### config.mk
export PLATFORM = sky130hd
export DESIGN_NAME = bp_lookup
export DESIGN_NICKNAME = d
export VERILOG_FILES = /design/src/hw/bp_pkg.sv /design/src/hw/bp_lookup.sv
export SDC_FILE = /design/constraint.sdc
export NUM_CORES = 1
export LEC_CHECK = 0
export ABC_CLOCK_PERIOD_IN_PS = 3000
export BUFFER_PORTS_ARGS = -buffer_cell sky130_fd_sc_hd__clkbuf_2
export CAP_MARGIN = 10
export CORE_ASPECT_RATIO = 1.4
export CORE_MARGIN = 8
export CORE_UTILIZATION = 25
export DETAILED_ROUTE_END_ITERATION = 12
export MAX_ROUTING_LAYER = met4
export PLACE_DENSITY = 0.67
export SKIP_CTS_REPAIR_TIMING = 1
export SYNTH_ARGS = -nofsm -noshare
export SYNTH_HDL_FRONTEND = slang
export SYNTH_SLANG_ARGS = --single-unit
### constraint.sdc
create_clock -name clk -period 3 [get_ports clk]
set_input_delay 0.15 -clock clk [delete_from_list [all_inputs] [get_ports clk]]
set_output_delay 0.15 -clock clk [all_outputs]
set_load 0.01 [all_outputs]
### src/hw/bp_pkg.sv
// Constants shared by the BTB RTL and its testbench
// PCs are word aligned, so the low PC_ALIGN_BITS never reach the table
// Counters are two-bit saturating, MSB set means predict taken
`default_nettype none

package bp_pkg;

    // Program counter and branch target width
    localparam int XLEN = 32;

    // Low PC bits dropped before indexing (4-byte instructions)
    localparam int PC_ALIGN_BITS = 2;

    // Direction counter
    localparam int CTR_WIDTH = 2;
    localparam logic [CTR_WIDTH-1:0] CTR_MAX        = 2'd3; // Strongly taken
    localparam logic [CTR_WIDTH-1:0] CTR_WEAK_TAKEN = 2'd2; // Value on allocation

    // Width of one tag-RAM entry, laid out as {valid, tag, counter}
    function automatic int entry_width(input int tag_width);
        return 1 + tag_width + CTR_WIDTH;
    endfunction

endpackage

`default_nettype wire

### src/hw/bp_lookup.sv
// Lookup half of the BTB, answers a fetch PC exactly one cycle later
// Prediction outputs are only meaningful while predict_valid is high
// A lookup racing a table write to the same index may see stale data
`timescale 1ns/1ps
`default_nettype none

module bp_lookup #(
    parameter int TABLE_DEPTH = 512,
    parameter int TAG_WIDTH   = 10
) (
    input  logic                                      clk,
    input  logic                                      arst_n,
    // Fetch stage request
    input  logic                                      fetch_valid,
    input  logic [bp_pkg::XLEN-1:0]                   fetch_pc,
    // Tag RAM read port
    output logic [$clog2(TABLE_DEPTH)-1:0]            tag_read_addr,
    output logic                                      tag_read_en,
    input  logic [bp_pkg::entry_width(TAG_WIDTH)-1:0] tag_read_data,
    // Target RAM read port
    output logic [$clog2(TABLE_DEPTH)-1:0]            target_read_addr,
    output logic                                      target_read_en,
    input  logic [bp_pkg::XLEN-1:0]                   target_read_data,
    // Prediction, one cycle after the request
    output logic                                      predict_valid,
    output logic                                      predict_hit,
    output logic                                      predict_taken,
    output logic [bp_pkg::XLEN-1:0]                   predict_target,
    output logic [bp_pkg::CTR_WIDTH-1:0]              predict_counter
);

    import bp_pkg::*;

    localparam int IDX_W   = $clog2(TABLE_DEPTH);
    localparam int TAG_LSB = PC_ALIGN_BITS + IDX_W; // First tag bit of the PC

    logic [TAG_WIDTH-1:0] fetch_tag;  // Tag of the PC being looked up now
    logic [TAG_WIDTH-1:0] lookup_tag; // Same tag, aligned with the RAM output
    logic                 entry_valid;
    logic [TAG_WIDTH-1:0] entry_tag;
    logic [CTR_WIDTH-1:0] entry_ctr;
    logic                 tag_match;

    // Both RAMs share the index, reads only on a real fetch
    assign tag_read_addr    = fetch_pc[PC_ALIGN_BITS +: IDX_W];
    assign target_read_addr = fetch_pc[PC_ALIGN_BITS +: IDX_W];
    assign tag_read_en      = fetch_valid;
    assign target_read_en   = fetch_valid;

    assign fetch_tag = fetch_pc[TAG_LSB +: TAG_WIDTH];

    always_ff @(posedge clk or negedge arst_n) begin
        if (!arst_n) begin
            predict_valid <= 1'b0;
        end else begin
            predict_valid <= fetch_valid; // Fixed one-cycle latency
        end
    end

    // Tag follows the RAM read enable so both stay paired
    always_ff @(posedge clk) begin
        if (fetch_valid) begin
            lookup_tag <= fetch_tag;
        end
    end

    assign {entry_valid, entry_tag, entry_ctr} = tag_read_data;

    assign tag_match = entry_valid && (entry_tag == lookup_tag);

    // Gated by predict_valid so an idle read register never shows a hit
    assign predict_hit     = predict_valid && tag_match;
    assign predict_taken   = predict_hit && entry_ctr[CTR_WIDTH-1]; // Counter MSB
    assign predict_target  = predict_hit ? target_read_data : '0;
    assign predict_counter = predict_hit ? entry_ctr : '0;

endmodule

`default_nettype wire

==> flow_summary.ini, run 1 <==
[die]
die_area_mm2 = 0.00797
die_height_um = 102
start_util = 0.259
rows = 31
die_w_um = 77.8
coreArea_mm2 = 0.00516
floorplan.io_pins = 137

[yosys]
synth_area_mm2 = 0.00134
post_synth.cell_area_avg_um2 = 10.1
yosys_warnings = 0
synthDistinctLibCells = 16
syn-num-nets = 212
synth_top_area_share = 0.281
ys_seq_area_frac = 0.244
synth_area_leader_cell = nor4_2
synth_area_leaders = nor4_2 28%, edfxtp_1 22%, nand3_1 13%
synth-seq-cells = 11
syn_inst = 132

[drt]
drc = 0
wl_um = 3910
wl_per_cell_um = 14.6
dr.first_iter.drc_count = 25
avgViaCountPerCell = 4.73
vias = 1268
drtAntennaViolNets = 0
drtPass1Iterations = 4

[power_and_ir_drop]
p_per_area_mw_per_mm2 = 295
vdd_drop_max_mv = 0.265
p_leak_nw = 0.682

[timing]
fin_crit_sh = 0.703
worst_slack_ns = 0.891
worstMarginPinSlew_ns = 0.533
slew_viol_final = 0
grt_setup_unrepaired = false
slew-limit-headroom = 0.645
finalCriticalPeriod_ns = 2.11
clock.fmax_ghz = 0.474
fin_setup_tns_ns = 0
finalSetupViolCount = 0
finalHoldViolations = 0

[setup_path]
cpMaxStageDelayCell = nor4_1
path_cells = xnor2_1, nand4_4, buf_4, nor4_1, clkbuf_2
critPathBufInv = 2
cpPeakStageDelay_ns = 0.38
crit_arrival_ns = 1.96
crit_required_ns = 2.85
crit_path_end_kind = output pin
start_kind = flop
critPathTopFamily = simple AND/OR/NAND/NOR gates
crit_fanout = 31
worstSetupPathType = flop to output pin

[worst_hold_path]
hp-class = primary input to flop

[clock_tree]
cts_buffers = 3
clock-sinks = 11
path_clk_slew_ns = 0.05
cts_tree = yes
clockBufferDepth = 2
htree_levels = 1
root_buffer = clkbuf_8

[grt]
grt_overflow = 0
grt_pass1_wl_um = 6110
grt_max_degree = 36
grt_pass1_vias = 1295
track_usage = 0.0957
antenna_found_initial = 0

[final_layout]
design_area_mm2 = 0.00173
final_nets = 283
area_growth_pct = 29.6
antenna_cells = 0
drive_above_1_share = 0.693
post_layout_nonfiller_instances = 268

[placed_design]
place_area_mm2 = 0.00168
dp_slack_ns = 1.09
routabilityCongestion = 0.719
dp_hpwl_um = 3080
io_buffer_count = 96
place_inst = 263

[job]
drv_cap = 0

[outcome]
status = finished, final reports clean
layout by cell type (no fill, tap or decap):
cell type      count
clkbuf_8           3
xnor2_1            7
buf_4              6
nand3_2            1
nand2b_1           1
nand3_1           34
o2111ai_4          1
edfxtp_1          10
clkbuf_1           1
clkbuf_2          96
dlygate4sd3_1      1
nand4_4            1
nand2_1            1
nor4_2            30
nor4_1             5
xnor2_2            2
dfrtp_1            1
inv_1              1
routing by layer:
layer,track usage,vias to the layer above,part of all wire
met3,0.0440,6,0.11
met1,0.0899,578,0.35
li1,-,618,-
met2,0.168,66,0.52
met4,0.0335,0,0.011
met5,-,-,0
final timing paths:
path / from / to / cells past startpoint
max: lookup_tag[9]$_DFFE_PP_ / predict_counter[1] / 5
min: fetch_pc[15] / lookup_tag[4]$_DFFE_PP_ / 1
max in group asynchronous: arst_n / predict_valid$_DFF_PN0_ / 2
min in group asynchronous: arst_n / predict_valid$_DFF_PN0_ / 2
kinds of logic (layout without fill, tap and decap cells):
kind of cell / Yosys count / in the layout / synth area share
xor gates and xnor gates: 9 / 9 / 0.0703
DFF: 11 / 11 / 0.244
buffers and inverters: 38 / 108 / 0.207
AOI/OAI and AO/OA: 1 / 1 / 0.0197
and+or+nand+nor: 73 / 73 / 0.459
Yosys cell counts, drive strengths merged:
cell,n
nand2,1
nand4,1
nor4,35
dfrtp,1
xnor2,9
nand3,35
buf,35
clkbuf,2
o2111ai,1
nand2b,1
edfxtp,10
inv,1
area by class of cell:
cell class / instances / area (um^2)
Tap cell: 66 / 82.6
Sequential cell: 11 / 325
Timing Repair Buffer: 103 / 536
Multi-Input combinational cell: 83 / 738
Inverter: 1 / 3.75
Fill cell: 557 / 3430
Clock buffer: 4 / 45.0
report_power, final:
part | internal, mW | total, mW | switching, mW
logic | 0.0685 | 0.181 | 0.113
clock network | 0.0927 | 0.141 | 0.0488
registers | 0.181 | 0.188 | 0.00643
flip-flops by register name, summed over array words and instances (netlist names):
signal         count
predict_valid      1
lookup_tag        10
metrics by stage:
stage                     power (mW)  utilization  hold slack, ns
final                          0.510        0.335          0.0903
after detailed placement       0.374        0.325         -0.0728
after floorplan                0.342            -          -0.146
after CTS                      0.520        0.333          -0.326
after global placement         0.369        0.325         -0.0741
after global routing           0.543        0.335          0.0799
(Power assumes the default switching activity.)
==> inputs of run 2 (changes only) <==
--- a/config.mk
+++ b/config.mk
@@ -5,7 +5,7 @@
 export SDC_FILE = /design/constraint.sdc
 export NUM_CORES = 1
 export LEC_CHECK = 0
-export ABC_CLOCK_PERIOD_IN_PS = 3000
+export ABC_CLOCK_PERIOD_IN_PS = 1970
 export BUFFER_PORTS_ARGS = -buffer_cell sky130_fd_sc_hd__clkbuf_2
 export CAP_MARGIN = 10
 export CORE_ASPECT_RATIO = 1.4
==> constraint.sdc (replaced) <==
create_clock -name clk -period 1.97 [get_ports clk]
set_input_delay 0.0985 -clock clk [delete_from_list [all_inputs] [get_ports clk]]
set_output_delay 0.0985 -clock clk [all_outputs]
set_load 0.01 [all_outputs]
==> flow_summary.ini, run 2 (synthesis results as in run 1) <==
[grt]
grt_max_degree = 36
grt_overflow = 0
grt_pass1_vias = 1331
antenna_found_initial = 0
track_usage = 0.0951
grt_pass1_wl_um = 6090

[setup_path]
path_cells = xnor2_2, o2111ai_4, buf_12, nor4_2, clkbuf_2
crit_path_end_kind = output pin
cpMaxStageDelayCell = edfxtp_1
crit_start = lookup_tag[4]$_DFFE_PP_
crit_required_ns = 1.87
crit_fanout = 35
cpPeakStageDelay_ns = 0.40
start_kind = flop
cp-endpoint = predict_taken
crit_arrival_ns = 1.74
worstSetupPathType = flop to output pin

[timing]
grt_setup_unrepaired = true
worstMarginPinSlew_ns = 0.527
clock.fmax_ghz = 0.543
finalHoldViolations = 0
fin_crit_sh = 0.935
finalCriticalPeriod_ns = 1.84
slew_viol_final = 0
finalSetupViolCount = 0
worst_slack_ns = 0.128
slew-limit-headroom = 0.649
holdWs_ns = 0.0392

[clock_tree]
clock-sinks = 11
clockBufferDepth = 2
cts_tree = yes
cts_buffers = 3
root_buffer = clkbuf_8
htree_levels = 1
path_clk_slew_ns = 0.05

[final_layout]
final_nets = 284
drive_above_1_share = 0.714
mostFrequentLayoutCells = 96 x clkbuf_2, 34 x nand3_1, 31 x nor4_2
design_area_mm2 = 0.00179
layout_commonest_cell = clkbuf_2
area_growth_pct = 34.2
top_regs = lookup_tag (10), predict_valid (1)
largest_reg_flops = 10
antenna_cells = 0
largest_register = lookup_tag

[power_and_ir_drop]
p_leak_nw = 0.715
vdd_drop_max_mv = 0.329
p_per_area_mw_per_mm2 = 444

[drt]
dr.first_iter.drc_count = 39
avgViaCountPerCell = 4.72
drtAntennaViolNets = 0
wl_um = 3890
drtPass1Iterations = 4
vias = 1270
drc = 0
wl_per_cell_um = 14.5

[worst_hold_path]
hp-class = primary input to flop

[die]
coreArea_mm2 = 0.00516
rows = 31
floorplan.io_pins = 137
die_area_mm2 = 0.00797
die_w_um = 77.8
die_height_um = 102
start_util = 0.259

[placed_design]
place_area_mm2 = 0.00171
dp_hpwl_um = 3050
io_buffer_count = 96
dp_slack_ns = 0.275
routabilityCongestion = 0.729

[job]
drv_cap = 0

[outcome]
status = finished, final reports clean
[run 2: changes by cell type in the layout (fill, tap and decap cells not counted)]
cell and change:
xnor2_1 -3, xnor2_2 +3, buf_12 +2, buf_4 -1, nor4_1 -1, nor4_2 +1
[run 2: final cells by class]
cell class | instances | area [um^2]
Tap cell | 66 | 82.6
Multi-Input combinational cell | 83 | 767
Sequential cell | 11 | 325
Timing Repair Buffer | 104 | 568
Inverter | 1 | 3.75
Fill cell | 530 | 3370
Clock buffer | 4 | 45.0
[run 2: worst min-delay path by stage]
stage | start | end | depth (start not counted)
after floorplan | arst_n | predict_valid$_DFF_PN0_ | 0
after global placement | arst_n | predict_valid$_DFF_PN0_ | 1
after detailed placement | arst_n | predict_valid$_DFF_PN0_ | 1
after CTS | arst_n | predict_valid$_DFF_PN0_ | 1
after global routing | fetch_pc[15] | lookup_tag[4]$_DFFE_PP_ | 1
final | fetch_pc[17] | lookup_tag[6]$_DFFE_PP_ | 1
[run 2: power by group]
part / total, mW / leakage [nW] / internal, mW / switching (mW)
clock network: 0.217 / 0.0228 / 0.141 / 0.0758
logic: 0.290 / 0.583 / 0.117 / 0.173
registers: 0.288 / 0.110 / 0.276 / 0.0114
total: 0.795 / 0.715 / 0.535 / 0.260
[run 2: per-stage QoR]
stage	util	setup TNS [ns]	instances	total power, mW
6_report	0.347	0	269	0.795
5_1_grt	0.347	-0.0524	269	0.849
4_1_cts	0.340	0	268	0.801
3_5_place_dp	0.331	0	264	0.579
3_3_place_gp	0.331	0	264	0.569
2_1_floorplan	-	0	132	0.521
[run 2: critical path: cells and delay by family, from the launching register on]
family                    cells  cell delay, ns
AOI/OAI and AO/OA             1            0.14
xor gates and xnor gates      1            0.22
buffers and inverters         2            0.41
DFF                           1            0.40
and+or+nand+nor               1            0.33
[run 2: layer usage]
layer,up-vias,GRT usage,part of all wire
met3,5,0.0440,0.11
met1,586,0.0874,0.36
met5,-,-,0
met2,60,0.170,0.53
met4,0,0.0335,0.0095
li1,619,-,-
