===== config.mk =====
export PLATFORM = sky130hd
export DESIGN_NAME = bp_update
export DESIGN_NICKNAME = d
export VERILOG_FILES = /design/src/hw/bp_pkg.sv /design/src/hw/bp_update.sv
export SDC_FILE = /design/constraint.sdc
export NUM_CORES = 1
export LEC_CHECK = 0
export ABC_CLOCK_PERIOD_IN_PS = 800
export BUFFER_PORTS_ARGS = -buffer_cell sky130_fd_sc_hd__buf_2
export CAP_MARGIN = 20
export CORE_UTILIZATION = 35
export CTS_CLUSTER_DIAMETER = 40
export CTS_CLUSTER_SIZE = 16
export DETAILED_ROUTE_END_ITERATION = 10
export GPL_TIMING_DRIVEN = 0
export PLACE_DENSITY = 0.74
export SLEW_MARGIN = 10
export SYNTH_ARGS = -nofsm -noshare
export SYNTH_HDL_FRONTEND = slang
export SYNTH_SLANG_ARGS = --single-unit

===== constraint.sdc =====
create_clock -name clk -period 0.8 [get_ports clk]
set_input_delay 0.16 -clock clk [delete_from_list [all_inputs] [get_ports clk]]
set_output_delay 0.16 -clock clk [all_outputs]
set_load 0.05 [all_outputs]

===== src/hw/bp_pkg.sv =====
// Constants shared by the BTB RTL and its testbench
// PCs are word aligned, so the low PC_ALIGN_BITS never reach the table
// Counters are two-bit saturating, MSB set means predict taken
`default_nettype none

package bp_pkg;

    // Program counter and branch target width
    localparam int XLEN = 32;

    // Low PC bits dropped before indexing (4-byte instructions)
    localparam int PC_ALIGN_BITS = 2;

    // Direction counter
    localparam int CTR_WIDTH = 2;
    localparam logic [CTR_WIDTH-1:0] CTR_MAX        = 2'd3; // Strongly taken
    localparam logic [CTR_WIDTH-1:0] CTR_WEAK_TAKEN = 2'd2; // Value on allocation

    // Width of one tag-RAM entry, laid out as {valid, tag, counter}
    function automatic int entry_width(input int tag_width);
        return 1 + tag_width + CTR_WIDTH;
    endfunction

endpackage

`default_nettype wire


===== src/hw/bp_update.sv =====
// Training half of the BTB, takes resolved branches from execute
// update_hit and update_counter must be the metadata given at prediction time
// Writes land one edge after the update is registered, no back-pressure
`timescale 1ns/1ps
`default_nettype none

module bp_update #(
    parameter int TABLE_DEPTH = 512,
    parameter int TAG_WIDTH   = 10
) (
    input  logic                                      clk,
    input  logic                                      arst_n,
    // Resolved branch from execute
    input  logic                                      update_valid,
    input  logic [bp_pkg::XLEN-1:0]                   update_pc,
    input  logic                                      update_taken,
    input  logic [bp_pkg::XLEN-1:0]                   update_target,
    input  logic                                      update_hit,
    input  logic [bp_pkg::CTR_WIDTH-1:0]              update_counter,
    // Tag RAM write port
    output logic [$clog2(TABLE_DEPTH)-1:0]            tag_write_addr,
    output logic                                      tag_write_en,
    output logic [bp_pkg::entry_width(TAG_WIDTH)-1:0] tag_write_data,
    // Target RAM write port
    output logic [$clog2(TABLE_DEPTH)-1:0]            target_write_addr,
    output logic                                      target_write_en,
    output logic [bp_pkg::XLEN-1:0]                   target_write_data
);

    import bp_pkg::*;

    localparam int IDX_W   = $clog2(TABLE_DEPTH);
    localparam int TAG_LSB = PC_ALIGN_BITS + IDX_W;
    localparam logic [CTR_WIDTH-1:0] CTR_ONE = 1;

    logic [IDX_W-1:0]     upd_idx;
    logic [TAG_WIDTH-1:0] upd_tag;
    logic [CTR_WIDTH-1:0] next_ctr;       // Trained counter value
    logic                 tag_we_next;
    logic                 target_we_next;

    assign upd_idx = update_pc[PC_ALIGN_BITS +: IDX_W];
    assign upd_tag = update_pc[TAG_LSB +: TAG_WIDTH];

    always_comb begin
        next_ctr       = CTR_WEAK_TAKEN; // Allocation value on a taken miss
        tag_we_next    = 1'b0;
        target_we_next = 1'b0;
        if (update_valid) begin
            if (update_hit) begin
                // Saturating move toward the outcome
                if (update_taken) begin
                    next_ctr = (update_counter == CTR_MAX) ? CTR_MAX : update_counter + CTR_ONE;
                end else begin
                    next_ctr = (update_counter == '0) ? '0 : update_counter - CTR_ONE;
                end
                tag_we_next    = 1'b1;
                target_we_next = update_taken; // Keep old target when not taken
            end else if (update_taken) begin
                tag_we_next    = 1'b1;
                target_we_next = 1'b1;
            end
            // Not-taken miss writes nothing
        end
    end

    always_ff @(posedge clk or negedge arst_n) begin
        if (!arst_n) begin
            tag_write_en    <= 1'b0;
            target_write_en <= 1'b0;
        end else begin
            tag_write_en    <= tag_we_next;
            target_write_en <= target_we_next;
        end
    end

    // Payload only loads on a real update
    always_ff @(posedge clk) begin
        if (update_valid) begin
            tag_write_addr    <= upd_idx;
            target_write_addr <= upd_idx;
            tag_write_data    <= {1'b1, upd_tag, next_ctr}; // Valid, tag, counter
            target_write_data <= update_target;
        end
    end

endmodule

`default_nettype wire


==> results of run 1 <==
worst paths after layout:
check                                      from              endpoint  cells after the start
max                        target_write_addr[7]  target_write_addr[7]                      2
min                            update_target[1]  target_write_data[1]                      1
max in group asynchronous                arst_n       target_write_en                      2
min in group asynchronous                arst_n          tag_write_en                      2
synthesized netlist by cell type:
cell       n
edfxtp_1  53
nand3b_1   1
and2_1     1
conb_1     1
nor2_1     1
a21oi_1    1
dfrtp_1    2
o21ai_1    2
nand2_1    1
o21a_1     1
nor2b_1    1
buf_4     10
routing by layer:
layer | vias to the layer above | wire length [um] | global-route usage
met5 | - | 0 | 0
met4 | 0 | 17 | 0.06536
met3 | 2 | 510 | 0.08702
met2 | 80 | 2035 | 0.2479
met1 | 527 | 1215 | 0.1215
li1 | 529 | - | -
state kept, by name, indices dropped and copies added, names as in the netlist:
name	cells
tag_write_data	12
target_write_addr	9
target_write_data	32
target_write_en	1
tag_write_en	1
through the flow:
step | cell area, um^2 | setup WS, ps
4_1_cts | 2987 | -375.1
2_1_floorplan | 1804 | -220.5
5_1_grt | 3032 | -410.6
3_3_place_gp | 2494 | -609.3
3_5_place_dp | 2494 | -648.8
6_report | 3032 | -372.4
cell families (layout without fill, tap and decap cells):
| kind of cell | count (synthesis) | after routing | share of synthesized area |
|---|---|---|---|
| flops | 55 | 55 | 0.9272 |
| buf+inv | 10 | 140 | 0.04240 |
| simple gates | 5 | 5 | 0.01555 |
| compound gates | 4 | 4 | 0.01272 |
| other cells | 1 | 1 | 0.002118 |
power groups by stage:
| stage | registers, mW | clock network (mW) | logic (mW) |
|---|---|---|---|
| 3_3_place_gp | 3.53 | 0 | 1.45 |
| 5_1_grt | 3.55 | 2.02 | 1.85 |
| 6_report | 3.52 | 1.86 | 1.80 |
| 2_1_floorplan | 4.34 | 0 | 0.230 |
| 4_1_cts | 3.52 | 1.90 | 1.75 |
| 3_5_place_dp | 3.54 | 0 | 1.46 |
worst max-delay path, delay by kind of cell (launching register included):
| kind | cells | cell delay, ps |
|---|---|---|
| flip-flops | 1 | 430 |
| buffers and inverters | 2 | 280 |
cell type report:
cell class              count  area [um^2]
flip-flops and latches     55         1642
repair buffers            122         1027
clock inverters             3        47.55
clock buffers               5        68.82
well taps                  67        83.83
fillers                   345         1754
plain buffers              10        108.9
multi-input cells          10        53.80
what timing repair did:
item / CTS / global route
hold buffers: 1 / 0
pin swaps: 0 / 0
setup endpoints to repair: 119 / 64
gates resized for setup: 119 / 12
hold endpoints to repair: 2 / 0
==> results.ini, run 1 <==
[route]
final_antenna_net_count = 0
wirelength_mm = 3.779
drt-initial-drc-count = 34
drc = 0
vias = 1138
vias_per_cell = 4.184
wl_per_cell_um = 13.89
first_pass_iters = 4

[clock_network]
cts_tree = built
cts_setup_buffers = 0
clockBufferDepth = 2
cts.sinks = 55
cts_buffers = 5
cts-root-buf = clkbuf_8
htreeDepth = 2
clk_pin_slew_worst_paths_ps = 100

[critical_path]
cp-start-kind = flip-flop
required_ps = 640
path_class = flip-flop to output port
cp-end-kind = output port
crit_chain = buf_6 > buf_8
crit_path_max_fanout = 2
cp_data_arrival_time_ps = 1010
slowest_delay_ps = 430
crit_path_top_delay_cell = edfxtp_1

[yosys]
syn_avg_cell_area_um2 = 23.61
ys_ff_latch = 55
netlist_instances = 75
synth.largest_area_cell = edfxtp_1
syn-num-nets = 146
synth.top_cell.area_share = 0.8989
ys.warnings.count = 0
ys_seq_area_frac = 0.9272
synth_area_mm2 = 0.001770
synth.area.top_cells = edfxtp_1, buf_4, dfrtp_1
synth_cell_types = 12

[place]
dp_cells = 263
portBuffers = 121
hpwl_mm = 2.487
globalplace.congestion = 0.7186

[timing]
grt_setup_unrepaired = true
max_slew_margin = 0.5659
setup_violations = 64
worst_pin_slew_ps = 651.1
slew_violations = 0
hold_viol = 0
fin_tns_setup_ps = -15980
final.min_clock_period_ps = 1172
fmax_ghz = 0.8530
timing.final.crit_share = 1.465
setup_ws_ps = -372.4
hold_slack_ps = 24.31

[min_path]
hp-class = input port to flip-flop

[global_routing]
grt_pass1_wl_mm = 5.264
grt_pass1_vias = 1160
grt_start_max_net_pins = 56
grt_usage = 0.1396
grt.overflow.total = 0
antenna_found_initial = 0

[floorplan]
io_pins = 136
dieArea_mm2 = 0.005347
fp.dieH_um = 73.12
die_w_um = 73.12
core_mm2 = 0.004786
placementRows = 25
start_util = 0.3699

[pwr]
p_leak_nw = 1.302
peakVddDrop_v = 0.001796
power_frac_seq = 0.491
clkPwrFrac = 0.259
switching_share = 0.3012
p_comb_frac = 0.250
switchingPower_mw = 2.162
total_power_mw = 7.179
power_density_mw_per_mm2 = 2368
p_int_mw = 5.017

[cells_and_area]
nNetsFinal = 275
mostFrequentLayoutCells = buf_6, buf_2, edfxtp_1
layout-drive-gt1-share = 0.6780
num_antenna_cells = 0
stdcell_count = 272
syn2layout_area_growth_pct = 71.24
final_core_util = 0.6335
mostFrequentLayoutCell = buf_6

[job]
maxCapViolations = 0

[status]
violations = setup timing
outcome = complete, but fails checks

Note: power is estimated with default switching activity, not from simulation.
==> inputs of run 2 (changes only) <==
Settings changed: CORE_MARGIN set to 8, SKIP_LAST_GASP set to 1.
==> results.ini, run 2 (same netlist as run 1, synthesis figures left out) <==
[floorplan]
start_util = 0.3534  ; -0.01654
core_mm2 = 0.005010  ; +4.7%
io_pins = 136  ; unchanged
die_w_um = 87.12  ; +19%
fp.dieH_um = 87.12  ; +19%
placementRows = 26  ; +4.0%
dieArea_mm2 = 0.007590  ; +42%

[timing]
grt_setup_unrepaired = true
worst_pin_slew_ps = 503.5  ; -147.7 ps
setup_violations = 64  ; unchanged
final.min_clock_period_ps = 1205  ; +32.86 ps
fmax_ghz = 0.8297  ; -2.7%
max_slew_margin = 0.6644  ; +0.09846
hold_slack_ps = 32.04  ; +7.729 ps
timing.final.crit_share = 1.507  ; +0.04107
hold_viol = 0  ; unchanged
setup_ws_ps = -405.2  ; -32.86 ps
slew_violations = 0  ; unchanged

[cells_and_area]
mostFrequentLayoutCells = buf_6, buf_2, edfxtp_1
mostFrequentLayoutCell = buf_6
nNetsFinal = 275  ; unchanged
largest_register = target_write_data
final_cell_area_mm2 = 0.003052  ; +0.66%
syn2layout_area_growth_pct = 72.37
num_antenna_cells = 0  ; unchanged
largest_register_ffs = 32  ; unchanged
regArea_mm2 = 0.001642  ; unchanged
multi_input_area_um2 = 53.80  ; unchanged
largest_registers = target_write_data x32, tag_write_data x12, target_write_addr x9
final_core_util = 0.6091  ; -0.02432
nFillCells = 380  ; +10%
stdcell_count = 274  ; +0.74%
layout-drive-gt1-share = 0.6765  ; -0.001578

[critical_path]
cp-end-kind = output port
required_ps = 640  ; about the same
crit_path_max_fanout = 2  ; unchanged
cp_data_arrival_time_ps = 1050  ; +40 ps
path_class = flip-flop to output port
cp-start-kind = flip-flop

[status]
outcome = complete, but fails checks
violations = setup timing

[pwr]
p_leak_nw = 1.302  ; about the same
power_density_mw_per_mm2 = 2342  ; -1.1%
total_power_mw = 7.148  ; -0.43%
peakVddDrop_v = 0.001151  ; -36%

[route]
drc = 0  ; unchanged
wirelength_mm = 5.391  ; +43%
first_pass_iters = 3  ; -1
final_antenna_net_count = 0  ; unchanged
vias_per_cell = 4.325  ; +3.4%
vias = 1185  ; +4.1%
wl_per_cell_um = 19.68  ; +42%
drt-initial-drc-count = 85  ; +150%

[global_routing]
grt_pass1_wl_mm = 7.189  ; +37%
grt.overflow.total = 0  ; unchanged
grt_usage = 0.1310  ; -0.008510
use_met2 = 0.2394  ; -0.008525
grtUsageMet1 = 0.1188  ; -0.002738
grt_util_met3 = 0.07358  ; -0.01343
grt_pass1_vias = 1273  ; +9.7%
busiest_layer = met2
antenna_found_initial = 0  ; unchanged
grt_start_max_net_pins = 56  ; unchanged

[min_path]
hp-class = input port to flip-flop

[clock_network]
htreeDepth = 2  ; unchanged
cts_tree = built
cts.sinks = 55  ; unchanged
cts_setup_buffers = 0  ; unchanged
clockBufferDepth = 2  ; unchanged
cts-root-buf = clkbuf_8
cts_buffers = 5  ; unchanged
clk_pin_slew_worst_paths_ps = 90  ; about the same

[job]
maxCapViolations = 0  ; unchanged

[place]
dp_cells = 266  ; +1.1%
hpwl_mm = 3.747  ; +51%
place_area_mm2 = 0.002497  ; +0.15%
portBuffers = 121  ; unchanged
globalplace.congestion = 0.7307  ; +1.7%

-- run 2: changes by cell type in the layout (fill, tap and decap cells not counted), sizes merged --
| cell | change |
|---|---|
| clkinv | -1 |
| inv | -1 |
| clkinvlp | +1 |
-- run 2: worst paths after layout --
path / start / to / slack (ps) / depth (start not counted)
min in group asynchronous: arst_n / target_write_en / 170 / 2
max in group asynchronous: arst_n / tag_write_en / 540 / 2
setup / recovery: target_write_addr[4] / target_write_addr[4] / -410 / 2
hold / removal: update_pc[19] / tag_write_data[10] / 30 / 1
-- run 2: power breakdown --
part	switching (mW)	internal, mW	leakage (nW)
sequential	0.128	3.41	0.544
combinational	1.17	0.674	0.708
clock	0.845	0.915	0.0502
total	2.15	5.00	1.30
-- run 2: worst max-delay path: stages, from the launching register on --
cell,delay (ps)
edfxtp_1,460
buf_6,150
buf_8,140
-- run 2: what timing repair did --
item	4_1_cts	5_1_grt
hold buffers	1	0
endpoints found under the hold margin	2	0
endpoints found under the setup margin	119	117
gates resized for setup	130	9
-- run 2: layout make-up --
cell class	instances	area share
flip-flops and latches	55	0.5379
repair buffers	122	0.3452
plain buffers	10	0.03567
well taps	70	0.02870
clock buffers	5	0.02255
multi-input cells	10	0.01763
clock inverters	2	0.01230
-- run 2: stage by stage --
| stage | TNS (ps) | setup slack, ps |
|---|---|---|
| after floorplan | -1984 | -220.5 |
| after global placement | -35420 | -636.5 |
| after detailed placement | -37480 | -671.6 |
| after CTS | -16780 | -405.0 |
| after global routing | -18500 | -444.6 |
| final | -16110 | -405.2 |
-- run 2: metal layers --
metal,routed length (um),part of all wire,vias up
met5,0,0,-
met4,38,0.0070,0
met3,715,0.13,2
met2,2832,0.53,78
met1,1804,0.33,577
li1,-,-,528
==> inputs of run 3 (changes only) <==
Settings changed: CTS_CLUSTER_DIAMETER 40 to 100, REMOVE_ABC_BUFFERS set to 1, SETUP_SLACK_MARGIN set to 0.2.
==> results.ini, run 3 (same netlist as run 1, synthesis figures left out) <==
[status]
outcome = complete, but fails checks
violations = setup timing

[cells_and_area]
largest_registers = target_write_data x32, tag_write_data x12, target_write_addr x9
largest_register_ffs = 32  ; unchanged
mostFrequentLayoutCells = buf_6, buf_2, edfxtp_1
syn2layout_area_growth_pct = 64.24
final_core_util = 0.5804  ; -0.02872
stdcell_count = 265  ; -3.3%
num_antenna_cells = 0  ; unchanged
largest_register = target_write_data
mostFrequentLayoutCell = buf_6
multi_input_area_um2 = 53.80  ; unchanged
regArea_mm2 = 0.001642  ; unchanged
nNetsFinal = 265  ; -3.6%
nFillCells = 401  ; +5.5%
layout-drive-gt1-share = 0.6513  ; -0.02519

[global_routing]
grt_usage = 0.1100  ; -0.02107
grt_pass1_wl_mm = 6.106  ; -15%
antenna_found_initial = 0  ; unchanged
grt_start_max_net_pins = 56  ; unchanged
grt_pass1_vias = 1239  ; -2.7%
grt.overflow.total = 0  ; unchanged

[timing]
setup_violations = 64  ; unchanged
grt_setup_unrepaired = true
slew_violations = 0  ; unchanged
timing.final.crit_share = 1.342  ; -0.1649
fmax_ghz = 0.9318  ; +12%
fin_tns_setup_ps = -14450  ; +1658 ps
hold_viol = 0  ; unchanged
setup_ws_ps = -273.2  ; +132.0 ps
final.min_clock_period_ps = 1073  ; -132.0 ps

[clock_network]
clk_pin_slew_worst_paths_ps = 90  ; about the same
cts_buffers = 5  ; unchanged
cts-root-buf = clkbuf_8
cts_setup_buffers = 0  ; unchanged
clockBufferDepth = 2  ; unchanged
cts_tree = built
htreeDepth = 2  ; unchanged
cts.sinks = 55  ; unchanged

[floorplan]
core_mm2 = 0.005010  ; unchanged
io_pins = 136  ; unchanged
placementRows = 26  ; unchanged
dieArea_mm2 = 0.007590  ; unchanged
die_w_um = 87.12  ; unchanged
start_util = 0.3534  ; unchanged
fp.dieH_um = 87.12  ; unchanged

[pwr]
total_power_mw = 6.975  ; -2.4%
peakVddDrop_v = 0.001562  ; +36%
power_density_mw_per_mm2 = 2399  ; +2.4%
p_leak_nw = 1.233  ; -5.3%

[place]
dp_slack_ps = -664.8  ; +6.813 ps
hpwl_mm = 3.204  ; -14%
dp_cells = 256  ; -3.8%
globalplace.congestion = 0.7011  ; -4.1%
portBuffers = 121  ; unchanged

[critical_path]
cp-start-kind = flip-flop
crit_start = target_write_addr[5]
cp_data_arrival_time_ps = 910  ; -140 ps
cp-end-kind = output port
crit_chain = buf_6
crit_buf_inv = 1  ; -1
cp_top_family = flip-flops
slowest_delay_ps = 440  ; -20 ps
path_class = flip-flop to output port
required_ps = 640  ; about the same
crit_path_top_delay_cell = edfxtp_1
crit_path_max_fanout = 2  ; unchanged

[route]
final_antenna_net_count = 0  ; unchanged
wl_per_cell_um = 16.21  ; -18%
drt-initial-drc-count = 34  ; -60%
vias = 1088  ; -8.2%
wirelength_mm = 4.296  ; -20%
vias_per_cell = 4.106  ; -5.1%
first_pass_iters = 3  ; unchanged
drc = 0  ; unchanged

[min_path]
hp-class = input port to flip-flop
hold_path.startpoint = update_target[20]

[job]
maxCapViolations = 0  ; unchanged

## run 3: stage by stage
stage               cell area [um^2]  hold WS [ps]
floorplan                       1695        -135.6
global placement                2389        -55.21
detailed placement              2389        -49.61
CTS                             2873         12.97
global route                    2908         5.645
finish                          2908         26.76
## run 3: routing by layer
layer,vias up,share of wire,track usage
met4,0,0.020,0.05156
met3,8,0.13,0.06792
li1,509,-,-
met1,499,0.32,0.08836
met2,72,0.53,0.2026
met5,-,0,0
## run 3: final cells by class
| type | instances | area share |
|---|---|---|
| Multi-Input combinational cell | 10 | 0.01850 |
| Sequential cell | 55 | 0.5645 |
| Clock inverter | 1 | 0.01033 |
| Clock buffer | 7 | 0.02625 |
| Tap cell | 70 | 0.03012 |
| Timing Repair Buffer | 122 | 0.3503 |
## run 3: final timing paths
path	to	depth (start not counted)
worst max-delay path	target_write_addr[5]	1
worst min-delay path	target_write_data[20]	1
max in group asynchronous	target_write_en	2
min in group asynchronous	tag_write_en	2
## run 3: what timing repair did
| item | CTS | global route |
|---|---|---|
| gates resized for setup | 119 | 12 |
| hold buffers | 1 | 0 |
| endpoints found under the hold margin | 2 | 0 |
| setup endpoints to repair | 119 | 64 |
## run 3: report_power, final
part	internal [mW]	switching, mW	total [mW]
clock network	0.937	0.808	1.75
registers	3.41	0.113	3.52
logic	0.578	1.13	1.70
total	4.93	2.05	6.97
